`src/hdl/uart_tx_settings.svh`:
```
// Sizing constants for the UART transmit path
// Include wherever FIFO depth, pointer or divisor widths are needed
`ifndef UART_TX_SETTINGS_SVH
`define UART_TX_SETTINGS_SVH

// ------------------------------
// Transmit FIFO
// ------------------------------

// Entries held by the transmit FIFO
`define UART_TX_FIFO_DEPTH 512

// RAM address width, wraps at the FIFO depth
`define UART_TX_PTR_W 9

// ------------------------------
// Baud generator
// ------------------------------

// Width of the programmable 16x divisor
`define UART_TX_DIV_W 16

`endif

```
`src/hdl/uart_tx_pkg.sv`:
```
// Shared types for the UART transmit path
// Modules pull these in with a wildcard import in their header
`include "uart_tx_settings.svh"

package uart_tx_pkg;

    // One data byte from the bus
    typedef logic [7:0] uart_byte_t;

    // Fill count, one bit wider than the address so 512 fits
    typedef logic [`UART_TX_PTR_W:0] fifo_level_t;

    // RAM address
    typedef logic [`UART_TX_PTR_W-1:0] fifo_ptr_t;

    // Baud divisor, bit time is 16 x divisor clocks
    typedef logic [`UART_TX_DIV_W-1:0] baud_div_t;

    // Line control, a subset of the 16550 LCR
    typedef struct packed {
        logic [1:0] word_len;     // 0..3 select 5..8 data bits
        logic       two_stop;     // Two stop bits when set
        logic       parity_en;    // Append a parity bit
        logic       even_parity;  // Even when set, odd otherwise
        logic       set_break;    // Hold the line low
    } line_ctrl_t;

    // Transmitter frame states
    typedef enum logic [2:0] {
        IDLE,
        START,
        DATA,
        PARITY,
        STOP
    } tx_state_t;

endpackage

```
`src/hdl/uart_fifo_ram.sv`:
```
// Portable 512x8 storage for the transmit FIFO
// Show-ahead read, the word at the read pointer is always on rd_dat_o
// Strobes arrive already qualified, no full or empty checks in here
`include "uart_tx_settings.svh"

module uart_fifo_ram
    import uart_tx_pkg::*;
(
    input  logic       WBs_CLK_i,
    input  logic       WBs_RST_i,

    // Pointer reset
    input  logic       flush_i,

    // Write side
    input  logic       wr_en_i,
    input  uart_byte_t wr_dat_i,

    // Read side
    input  logic       rd_en_i,
    output uart_byte_t rd_dat_o
);

    // ------------------------------
    // Storage and pointers
    // ------------------------------

    uart_byte_t mem [`UART_TX_FIFO_DEPTH];

    // Next slot to write
    fifo_ptr_t  wr_ptr;

    // Oldest stored byte
    fifo_ptr_t  rd_ptr;

    // Write pointer
    // Wraps at the depth by width alone
    always_ff @(posedge WBs_CLK_i or posedge WBs_RST_i)
    begin
        if (WBs_RST_i)
            wr_ptr <= '0;
        else if (flush_i)
            wr_ptr <= '0;
        else if (wr_en_i)
            wr_ptr <= wr_ptr + 1'b1;
    end

    // Read pointer
    always_ff @(posedge WBs_CLK_i or posedge WBs_RST_i)
    begin
        if (WBs_RST_i)
            rd_ptr <= '0;
        else if (flush_i)
            rd_ptr <= '0;
        else if (rd_en_i)
            rd_ptr <= rd_ptr + 1'b1;
    end

    // ------------------------------
    // Array access
    // ------------------------------

    // Byte write
    always_ff @(posedge WBs_CLK_i)
    begin
        if (wr_en_i)
            mem[wr_ptr] <= wr_dat_i;
    end

    // Head of queue, visible before the pop
    assign rd_dat_o = mem[rd_ptr];

endmodule

```
`src/hdl/uart_tx_fifo.sv`:
```
// Transmit FIFO wrapper around the byte RAM
// Qualifies push and pop, tracks level and empty, flush clears both
// Output data reads as zero while the FIFO is empty
`include "uart_tx_settings.svh"

module uart_tx_fifo
    import uart_tx_pkg::*;
(
    input  logic        WBs_CLK_i,
    input  logic        WBs_RST_i,

    // Bus write data
    input  uart_byte_t  wbs_dat_i,

    // Control strobes
    input  logic        tx_fifo_flush_i,
    input  logic        tx_fifo_push_i,
    input  logic        tx_fifo_pop_i,

    // Toward the transmitter
    output uart_byte_t  tx_fifo_dat_o,
    output logic        tx_fifo_empty_o,
    output fifo_level_t tx_fifo_level_o
);

    // ------------------------------
    // Strobe qualification
    // ------------------------------

    logic        push_ok;
    logic        pop_ok;
    uart_byte_t  ram_dat;
    fifo_level_t level_nxt;
    logic        empty_nxt;

    // Drop pushes when full, flush wins over everything
    assign push_ok = tx_fifo_push_i & ~tx_fifo_flush_i &
                     (tx_fifo_level_o < fifo_level_t'(`UART_TX_FIFO_DEPTH));

    // No pop from an empty FIFO
    assign pop_ok  = tx_fifo_pop_i & ~tx_fifo_flush_i & ~tx_fifo_empty_o;

    // ------------------------------
    // Level and empty flag
    // ------------------------------

    always_comb
    begin
        level_nxt = tx_fifo_level_o;
        empty_nxt = tx_fifo_empty_o;
        if (tx_fifo_flush_i)
        begin
            level_nxt = '0;
            empty_nxt = 1'b1;
        end
        else
        begin
            case ({pop_ok, push_ok})
                // Push alone
                2'b01:
                begin
                    level_nxt = tx_fifo_level_o + 1'b1;
                    empty_nxt = 1'b0;
                end
                // Pop alone, last byte leaves
                2'b10:
                begin
                    level_nxt = tx_fifo_level_o - 1'b1;
                    empty_nxt = (tx_fifo_level_o == fifo_level_t'(1));
                end
                // Idle or push with pop, hold
                default:
                begin
                    level_nxt = tx_fifo_level_o;
                    empty_nxt = tx_fifo_empty_o;
                end
            endcase
        end
    end

    always_ff @(posedge WBs_CLK_i or posedge WBs_RST_i)
    begin
        if (WBs_RST_i)
        begin
            tx_fifo_level_o <= '0;
            tx_fifo_empty_o <= 1'b1;
        end
        else
        begin
            tx_fifo_level_o <= level_nxt;
            tx_fifo_empty_o <= empty_nxt;
        end
    end

    // Stale RAM contents never reach the transmitter
    assign tx_fifo_dat_o = tx_fifo_empty_o ? '0 : ram_dat;

    // ------------------------------
    // Storage
    // ------------------------------

    uart_fifo_ram u_fifo_ram (
        .WBs_CLK_i (WBs_CLK_i),
        .WBs_RST_i (WBs_RST_i),
        .flush_i   (tx_fifo_flush_i),
        .wr_en_i   (push_ok),
        .wr_dat_i  (wbs_dat_i),
        .rd_en_i   (pop_ok),
        .rd_dat_o  (ram_dat)
    );

endmodule

```
`src/hdl/uart_transmitter.sv`:
```
// Serial frame generator for the UART transmit path
// Pops one byte from the FIFO when idle and sends start, data, parity, stop
// Bit time is 16 ticks, each tick is divisor clocks long

module uart_transmitter
    import uart_tx_pkg::*;
(
    input  logic       WBs_CLK_i,
    input  logic       WBs_RST_i,

    // Line settings, sampled at each pop
    input  baud_div_t  divisor_i,
    input  line_ctrl_t line_ctrl_i,

    // FIFO read side
    input  logic       tx_fifo_empty_i,
    input  uart_byte_t tx_fifo_dat_i,
    output logic       tx_fifo_pop_o,

    // Serial line and status
    output logic       sout_o,
    output logic       tx_idle_o
);

    tx_state_t  state;

    // Baud timing
    baud_div_t  div_cnt;
    logic [3:0] tick_cnt;
    logic       tick;
    logic       bit_end;

    // Frame bookkeeping
    logic [2:0] bit_cnt;
    logic [2:0] last_bit;
    logic       stop_cnt;

    // Per-frame copies
    uart_byte_t shift_q;
    line_ctrl_t lc_q;
    baud_div_t  div_q;
    logic       par_q;

    logic       line_bit;

    // ------------------------------
    // Baud tick and bit end
    // ------------------------------

    assign tick     = (div_cnt == div_q - 1'b1);
    assign bit_end  = tick & (tick_cnt == 4'hf);

    // Index of the final data bit, word_len + 4
    assign last_bit = {1'b1, lc_q.word_len};

    // Fetch next byte whenever idle and data waits
    assign tx_fifo_pop_o = (state == IDLE) & ~tx_fifo_empty_i;
    assign tx_idle_o     = (state == IDLE);

    // ------------------------------
    // Frame FSM
    // ------------------------------

    always_ff @(posedge WBs_CLK_i or posedge WBs_RST_i)
    begin
        if (WBs_RST_i)
        begin
            state    <= IDLE;
            div_cnt  <= '0;
            tick_cnt <= '0;
            bit_cnt  <= '0;
            stop_cnt <= 1'b0;
        end
        else
        begin
            // Counters run only inside a frame
            if (state == IDLE)
            begin
                div_cnt  <= '0;
                tick_cnt <= '0;
            end
            else if (tick)
            begin
                div_cnt  <= '0;
                tick_cnt <= tick_cnt + 4'd1;
            end
            else
                div_cnt <= div_cnt + 1'b1;

            case (state)
                IDLE:
                    if (tx_fifo_pop_o)
                        state <= START;
                START:
                    if (bit_end)
                    begin
                        state    <= DATA;
                        bit_cnt  <= '0;
                        stop_cnt <= 1'b0;
                    end
                DATA:
                    if (bit_end)
                    begin
                        bit_cnt <= bit_cnt + 3'd1;
                        if (bit_cnt == last_bit)
                            state <= lc_q.parity_en ? PARITY : STOP;
                    end
                PARITY:
                    if (bit_end)
                        state <= STOP;
                STOP:
                    if (bit_end)
                    begin
                        // Second stop bit when asked for
                        if (lc_q.two_stop && !stop_cnt)
                            stop_cnt <= 1'b1;
                        else
                            state <= IDLE;
                    end
                default:
                    state <= IDLE;
            endcase
        end
    end

    // ------------------------------
    // Shift register and parity
    // ------------------------------

    always_ff @(posedge WBs_CLK_i)
    begin
        if (tx_fifo_pop_o)
        begin
            shift_q <= tx_fifo_dat_i;
            lc_q    <= line_ctrl_i;
            div_q   <= divisor_i;
            par_q   <= 1'b0;
        end
        else if ((state == DATA) && bit_end)
        begin
            // LSB first, parity over sent bits only
            shift_q <= {1'b0, shift_q[7:1]};
            par_q   <= par_q ^ shift_q[0];
        end
    end

    // Line level per state
    always_comb
    begin
        case (state)
            START:   line_bit = 1'b0;
            DATA:    line_bit = shift_q[0];
            PARITY:  line_bit = lc_q.even_parity ? par_q : ~par_q;
            default: line_bit = 1'b1;
        endcase
    end

    // Break holds the line low, frame timing keeps running
    assign sout_o = line_bit & ~line_ctrl_i.set_break;

endmodule

```
`src/hdl/uart_tx_top.sv`:
```
// Transmit half of the UART
// Bus pushes bytes into the FIFO, the transmitter drains it onto sout_o
// Divisor and line control come from an external register bank

module uart_tx_top
    import uart_tx_pkg::*;
(
    input  logic        WBs_CLK_i,
    input  logic        WBs_RST_i,

    // Bus side
    input  uart_byte_t  wbs_dat_i,
    input  logic        tx_fifo_push_i,
    input  logic        tx_fifo_flush_i,

    // Line configuration
    input  baud_div_t   divisor_i,
    input  line_ctrl_t  line_ctrl_i,

    // Serial out and status
    output logic        sout_o,
    output fifo_level_t tx_fifo_level_o,
    output logic        tx_fifo_empty_o,
    output logic        tx_idle_o
);

    // FIFO to transmitter
    uart_byte_t tx_fifo_dat;
    logic       tx_fifo_pop;

    uart_tx_fifo u_tx_fifo (
        .WBs_CLK_i       (WBs_CLK_i),
        .WBs_RST_i       (WBs_RST_i),
        .wbs_dat_i       (wbs_dat_i),
        .tx_fifo_flush_i (tx_fifo_flush_i),
        .tx_fifo_push_i  (tx_fifo_push_i),
        .tx_fifo_pop_i   (tx_fifo_pop),
        .tx_fifo_dat_o   (tx_fifo_dat),
        .tx_fifo_empty_o (tx_fifo_empty_o),
        .tx_fifo_level_o (tx_fifo_level_o)
    );

    // Empty flag also gates the pop
    uart_transmitter u_transmitter (
        .WBs_CLK_i       (WBs_CLK_i),
        .WBs_RST_i       (WBs_RST_i),
        .divisor_i       (divisor_i),
        .line_ctrl_i     (line_ctrl_i),
        .tx_fifo_empty_i (tx_fifo_empty_o),
        .tx_fifo_dat_i   (tx_fifo_dat),
        .tx_fifo_pop_o   (tx_fifo_pop),
        .sout_o          (sout_o),
        .tx_idle_o       (tx_idle_o)
    );

endmodule

```
`config.mk`:
```
export PLATFORM = sky130hd
export DESIGN_NAME = uart_tx_top
export DESIGN_NICKNAME = d
export VERILOG_FILES = /design/src/hdl/uart_tx_pkg.sv /design/src/hdl/uart_fifo_ram.sv /design/src/hdl/uart_tx_fifo.sv /design/src/hdl/uart_transmitter.sv /design/src/hdl/uart_tx_top.sv
export VERILOG_INCLUDE_DIRS = /design/src /design/src/hdl
export SDC_FILE = /design/constraint.sdc
export NUM_CORES = 2
export LEC_CHECK = 0
export BUFFER_PORTS_ARGS = -buffer_cell sky130_fd_sc_hd__buf_2
export CORE_ASPECT_RATIO = 0.75
export CORE_MARGIN = 5
export CORE_UTILIZATION = 57
export DETAILED_ROUTE_END_ITERATION = 10
export PLACE_DENSITY_LB_ADDON = 0.1
export SLEW_MARGIN = 20
export SYNTH_ARGS = -nofsm -noshare
export SYNTH_HDL_FRONTEND = slang
export SYNTH_SLANG_ARGS = --single-unit
```
`constraint.sdc`:
```
create_clock -name WBs_CLK_i -period 2.9 [get_ports WBs_CLK_i]
set_input_delay 0 -clock WBs_CLK_i [delete_from_list [all_inputs] [get_ports WBs_CLK_i]]
set_output_delay 0 -clock WBs_CLK_i [all_outputs]
set_load 0.02 [all_outputs]
```
# Word level (Yosys, flattened, before mapping)
# Memory sizes are Yosys's and may differ from the RTL's.
# Index checks and enable logic that the tools add are counted.
[classes]
n_addsub = 8
order_cmp = 1
muxes = 35
bitwise_logic = 12
n_eq_ne = 18
n_reduce_logical = 14
[ops]
columns = ["op", "count"]
rows = [
  ["9-bit 2-to-1 mux", 4],
  ["16-bit 2-to-1 mux", 2],
  ["3-bit 2-to-1 mux", 10],
  ["8-bit 2-to-1 mux", 3],
  ["10-bit case mux with 2 select lines", 1],
  ["9-bit by 1-bit adder with 9-bit output (second input constant)", 2],
  ["16-bit by 1-bit adder with 16-bit output (second input constant)", 1],
  ["16-bit == test", 1],
  ["16-bit by 1-bit subtractor with 16-bit output (second input constant)", 1],
  ["3-bit case mux with 5 select lines", 1],
  ["2-bit by 1-bit != test with 1-bit output (second input constant)", 7],
  ["2-bit nonzero test", 6],
  ["10-bit by 1-bit adder with 10-bit output (second input constant)", 1],
  ["10-bit by 1-bit == test with 1-bit output (second input constant)", 1],
  ["10-bit < comparator (second input constant)", 1],
  ["10-bit 2-to-1 mux", 1],
  ["10-bit by 1-bit subtractor with 10-bit output (second input constant)", 1],
  ["4-bit 2-to-1 mux", 2],
  ["1-bit AND", 7],
  ["1-bit 2-to-1 mux", 7],
  ["7-bit AND reduction", 1],
  ["3-bit by 2-bit == test with 1-bit output (second input constant)", 2],
  ["3-bit case mux with 2 select lines", 1],
  ["4-bit by 1-bit adder with 4-bit output (second input constant)", 1],
  ["18 further kinds", 23],
]
[word_totals]
elab_cells = 105
ram_bits = 4096
mem_count = 1
in_bits = 34
register_bits = 86
[mem_list]
columns = ["name", "depth", "width", "rd", "rd_clocked_by_memory_dff", "wr", "line_no", "source"]
rows = [
  ["u_tx_fifo.u_fifo_ram.mem", 512, 8, 1, 0, 1, "uart_fifo_ram.sv:28", "uart_byte_t mem [`UART_TX_FIFO_DEPTH];"],
]

# Depth between registers and ports, before layout
[depth]
word_depth = 7
ltp_mapped = 15

# By module
# From an unflattened synthesis, not the netlist that was laid out.
[unflattened]
cells_unflattened = 7797
hier_area_um2 = 163307.9
[by_module_without_submodules]
columns = ["module", "n_inst", "cells_per_inst", "area_per_inst_um2"]
rows = [
  ["uart_fifo_ram", 1, 7411, 159339.1],
  ["uart_transmitter", 1, 281, 3066.7],
  ["uart_tx_fifo", 1, 105, 902.1],
]

# Worst setup path after synthesis
# OpenSTA, ideal clock, no wires.
[synth_timing]
path_type = "reg-to-reg"
startpoint = "reg u_transmitter.div_q[6]"
endpoint = "reg u_transmitter.shift_q[0] (enable)"
setup_slack_ns = -0.231
stages_incl_launch_ff = 10
setup_time_ns = 0.330
period_less_slack_ns = 3.131
t_arrival_ns = 2.801
path_buffers = 1
path_cell_list = "edfxtp_1 or4_4 or4_4 nor4_4 xnor2_1 nor4b_4 nand3_2 buf_2 nor3_1 o21a_1"
[synth_via]
elab_chain_len = 5
[synth_rtl]
columns = ["element", "line_no", "source"]
rows = [
  ["from (decl)", "uart_transmitter.sv:41", "baud_div_t div_q;"],
  ["from (signal assigned)", "uart_transmitter.sv:136", "div_q <= divisor_i;"],
  ["16-bit by 1-bit subtractor with 16-bit output", "uart_transmitter.sv:50", "assign tick = (div_cnt == div_q - 1'b1);"],
  ["16-bit == test", "uart_transmitter.sv:50", ""],
  ["1-bit AND", "uart_transmitter.sv:51", "assign bit_end = tick & (tick_cnt == 4'hf);"],
  ["1-bit logical AND", "uart_transmitter.sv:139", "else if ((state == DATA) && bit_end)"],
  ["2-bit nonzero test (no source line)", "-", ""],
  ["to (signal assigned)", "uart_transmitter.sv:134", "shift_q <= tx_fifo_dat_i;"],
  ["to (signal assigned)", "uart_transmitter.sv:142", "shift_q <= {1'b0, shift_q[7:1]};"],
  ["to (decl)", "uart_transmitter.sv:39", "uart_byte_t shift_q;"],
]
# No other way between the ends.
# A chain may end at the register's enable or synchronous reset.

# Final worst setup path
[layout_timing]
startpoint = "reg u_tx_fifo.u_fifo_ram.rd_ptr[0]"
endpoint = "reg u_transmitter.shift_q[3] (data pin)"
[layout_via]
elab_chain_len = 3
[layout_rtl]
columns = ["element", "line_no", "source"]
rows = [
  ["from (decl)", "uart_fifo_ram.sv:34", "fifo_ptr_t rd_ptr;"],
  ["from (signal assigned)", "uart_fifo_ram.sv:56", "rd_ptr <= rd_ptr + 1'b1;"],
  ["memory 512 x 8 bit", "-", ""],
  ["8-bit 2-to-1 mux", "uart_tx_fifo.sv:96", "assign tx_fifo_dat_o = tx_fifo_empty_o ? '0 : ram_dat;"],
  ["8-bit 2-to-1 mux", "uart_transmitter.sv:132", "if (tx_fifo_pop_o)"],
]
# No other way between the ends.

==> summary.md <==
| Metric | Value |
|---|---|
| Non-filler cells, final | `13800` |
| GPL Wtd Cong | `0.938` |
| Total CTS buffers | `395` |
| FP Rows | `170` |
| Fin worst setup slack | `-0.772 ns` |
| DR WL/cell | `33.8 um` |
| Depth of the CTS H-tree | `5` |
| Post-detail-place hpwl | `301000 um` |
| Final net count | `~10000` |
| Vias/cell | `6.55` |
| Synth cell count leaders | `4125 x edfxtp_1, 998 x mux4_2, 761 x nor2_1` |
| Status | `complete, but fails checks` |
| Via count of the first global-routing pass | `slightly below 90000` |
| Share of cells above drive strength 1 | `36.2%` |
| Flop2flop setup slack | `-0.77 ns` |
| Ys async rst share | `1.34%` |
| CTS clk-pin slew, worst paths | `approximately 0.060 ns` |
| Total gr overflow | `0` |
| Leak | `around 64 nW` |
| Mapped Nets | `between 8000 and 9000` |
| Max-slew violation count | `0` |
| FILL cells | `17800` |
| Post-Place Cells | `~13000` |
| Synthesized cell area | `approximately 160000 um2` |
| Tot Pwr | `125 mW` |
| Clock Path Buffers | `4` |
| Synth top area cells | `edfxtp_1 76%, mux4_2 14%, nor2_1 1.7%` |
| Util after Layout | `69.1%` |
| Dominant cell by count in the synthesized netlist | `edfxtp_1` |
| Top-area cell type share of the netlist area | `75.9%` |
| Drt total wl | `467000 um` |
| First-pass GRT wire length | `~660000 um` |
| Max cap viols | `0` |
| TritonCTS Sinks | `roughly 4200` |
| Design area | `197000 um2` |
| Synth Instances | `about 8000` |
| Slew of the pin with the lowest slew margin | `roughly 1.3 ns` |
| Failing checks | `negative setup slack` |
| Crit path DAT | `4.46 ns` |
| Post-route antenna net violation count | `0` |
| WHS Path Cells | `6` |
| Register Area | `125000 um2` |
| Minimum clock period | `~3.7 ns` |
| Final period util | `127%` |
| Largest net degree at the start of global routing | `123` |
| Root Driver | `clkbuf_16` |
| Total track usage | `31.1%` |
| Pwr/cell area | `633 nW/um2` |
| Layout area overhead | `20.9%` |
| Via count | `90600` |
| CP required | `about 3.7 ns` |
| Synth warn | `0` |
| Final-report setup violation count | `42` |
| Clk_lat worst skew | `around 0.93 ns` |
| RSZ-0062 raised after global routing | `yes` |
| Area of the multi-input gates | `37100 um2` |
| Min-Delay Endpoint | `u_tx_fifo.u_fifo_ram.wr_ptr[1]` |
| R2R cell count | `15` |
| Die W | `628 um` |
| Die area | `297000 um2` |
| Mean area per synthesized cell | `20.5 um2` |
| Die H | `between 400 and 500 um` |
| #FFs+latches synth | `around 4200` |
| Critical hold path startpoint | `tx_fifo_push_i` |
| Critical path startpoint category | `flop` |
| # DRC | `0` |
| Worst r2r src | `u_tx_fifo.u_fifo_ram.rd_ptr[0]` |
| Port Buf Inserts | `46` |
| Element type at the critical path end | `flop` |
| EDFF count, synth | `4125` |
| FF-to-FF End | `u_transmitter.shift_q[3]` |
| Count of final hold-check violations | `0` |
| Most used DFF post-synth | `edfxtp_1` |
| Initial Util | `57.1%` |
| Post-synthesis sequential area ratio | `76.8%` |
| Core area | `286000 um2` |
| Unique cell type count in the Yosys netlist | `80` |
| Worst rel slew slack | `15.7%` |
| Pre-CTS WS | `-1.40 ns` |
| Area leader, netlist | `edfxtp_1` |
| Final Skew | `0.0494 ns` |
| CP Class | `flop to flop` |
| DR pass1 iterations | `6` |
| Peak supply drop | `between 0.0006 and 0.0007 V` |
| CTS tree | `built` |
| CP max FO | `5` |
| Initial DRC count | `13200` |
| Fmax | `around 0.27 GHz` |
| Area after DPL | `between 150000 and 200000 um2` |
| HP Class | `input pin to flop` |
| # IOs | `47` |
| Initial antenna violation count | `27` |
==> timing repair <==
item | in CTS | in global routing
hold buffers | 55 | 0
cloned | 8 | 9
setup buffers | 51 | 90
setup endpoints to repair | 44 | 52
gates resized for setup | 162 | 218
pin swaps | 28 | 78
endpoints found under the hold margin | 3113 | 0
==> logic make-up (layout without fill, tap and decap cells) <==
family,count (synthesis),in the layout,share of synthesized area (%)
other,0,7,0
XOR/XNOR,59,59,0.317
flip-flops,4182,4182,76.8
multiplexers,1270,1270,15.5
buffers and inverters,503,2588,1.39
AND/OR/NAND/NOR,1359,1359,3.51
AO/OA/AOI/OAI,576,576,2.46
adder cells (fa/ha/maj),12,12,0.0920
==> layout make-up <==
type                    instances  share of cell area [%]
flip-flops and latches       4182                    63.5
multi-input cells            3276                    18.8
repair buffers               1839                    8.72
clock buffers                 471                    5.28
well taps                    3784                    2.40
clock inverters               254                    1.25
inverters                      24                  0.0533
diodes                          7                 0.00888
==> worst max-delay path by stage <==
stage	startpoint	endpoint	cells past startpoint
CTS	u_tx_fifo.u_fifo_ram.rd_ptr[0]	u_transmitter.shift_q[3]	15
detailed placement	u_tx_fifo.u_fifo_ram.rd_ptr[0]	u_transmitter.shift_q[2]	11
global placement	u_tx_fifo.u_fifo_ram.rd_ptr[0]	u_transmitter.shift_q[2]	11
floorplan	u_transmitter.div_q[6]	u_transmitter.shift_q[0]	9
finish	u_tx_fifo.u_fifo_ram.rd_ptr[0]	u_transmitter.shift_q[3]	15
global route	u_tx_fifo.u_fifo_ram.rd_ptr[0]	u_transmitter.shift_q[3]	15
==> worst max-delay path, cell delays in order (launching register included) <==
cell and delay (ns):
dfrtp_4 0.50, buf_12 0.18, buf_8 0.14, buf_6 0.13, buf_12 0.14, buf_12 0.13
buf_8 0.11, mux4_2 0.33, nand2_2 0.06, a31oi_1 0.15, buf_4 0.18, o211ai_1 0.18
buf_4 0.25, buf_12 0.13, o211ai_1 0.59, o221a_2 0.31
==> power breakdown <==
part           total [mW]  switching [mW]  leakage [nW]  internal, mW
clock network        51.9            22.3          6.25          29.7
registers            66.6           0.121          37.8          66.4
logic                6.31            3.43          20.0          2.88
total                 125            25.8          64.1          99.0
==> flip-flops by register name, summed over array words and instances (netlist names), 2 cells and up <==
signal and cells:
u_transmitter.lc_q 3, u_transmitter.last_bit 2, u_tx_fifo.u_fifo_ram.rd_ptr 9, u_transmitter.bit_cnt 3, u_tx_fifo.u_fifo_ram.wr_ptr 9, u_tx_fifo.tx_fifo_level_o 10, u_transmitter.tick_cnt 4, u_transmitter.div_q 16
u_transmitter.div_cnt 16, u_transmitter.state 3, u_tx_fifo.u_fifo_ram.mem 4096, u_transmitter.shift_q 8
==> layer usage <==
metal	share of wire [%]	track usage, %	vias to the layer above	wire length [um]
met3	12	8.31	774	57400
met1	40	47.6	47600	187000
met2	44	44.8	5750	206000
met5	0.012	0	-	55
met4	3.4	9.35	8	15800
li1	-	-	36400	-
==> per-stage QoR <==
step	TNS, ns	hold WS (ns)
5_1_grt	-13.59	0.135
6_report	-9.95	0.132
3_3_place_gp	-13.34	0.0875
4_1_cts	-11.32	0.0950
3_5_place_dp	-15.14	0.109
2_1_floorplan	-0.813	0.0798
==> cell usage in the layout, fill, tap and decap left out, types with 30 or more instances in the layout <==
| cell | Yosys | final |
|---|---|---|
| clkbuf_1 | 238 | 64 |
| nand3_1 | 65 | 52 |
| o21ai_0 | 71 | 53 |
| o221ai_1 | 64 | 55 |
| dfrtp_1 | 55 | 49 |
| buf_6 | 0 | 51 |
| xnor2_1 | 35 | 34 |
| nand2_1 | 321 | 301 |
| a211oi_1 | 48 | 30 |
| clkinv_2 | 0 | 70 |
| a221oi_1 | 53 | 43 |
| a21oi_1 | 99 | 84 |
| o22ai_1 | 74 | 59 |
| clkbuf_16 | 0 | 416 |
| a31oi_1 | 36 | 31 |
| buf_12 | 0 | 180 |
| dlygate4sd3_1 | 0 | 55 |
| nor2_1 | 761 | 732 |
| mux2i_1 | 221 | 206 |
| buf_4 | 63 | 1458 |
| edfxtp_1 | 4125 | 4125 |
| clkinv_1 | 1 | 95 |
| bufinv_16 | 0 | 45 |
| buf_2 | 115 | 38 |
| nor3_1 | 59 | 50 |
| mux4_2 | 998 | 998 |
| mux2_2 | 51 | 46 |
(Power assumes the default switching activity.)
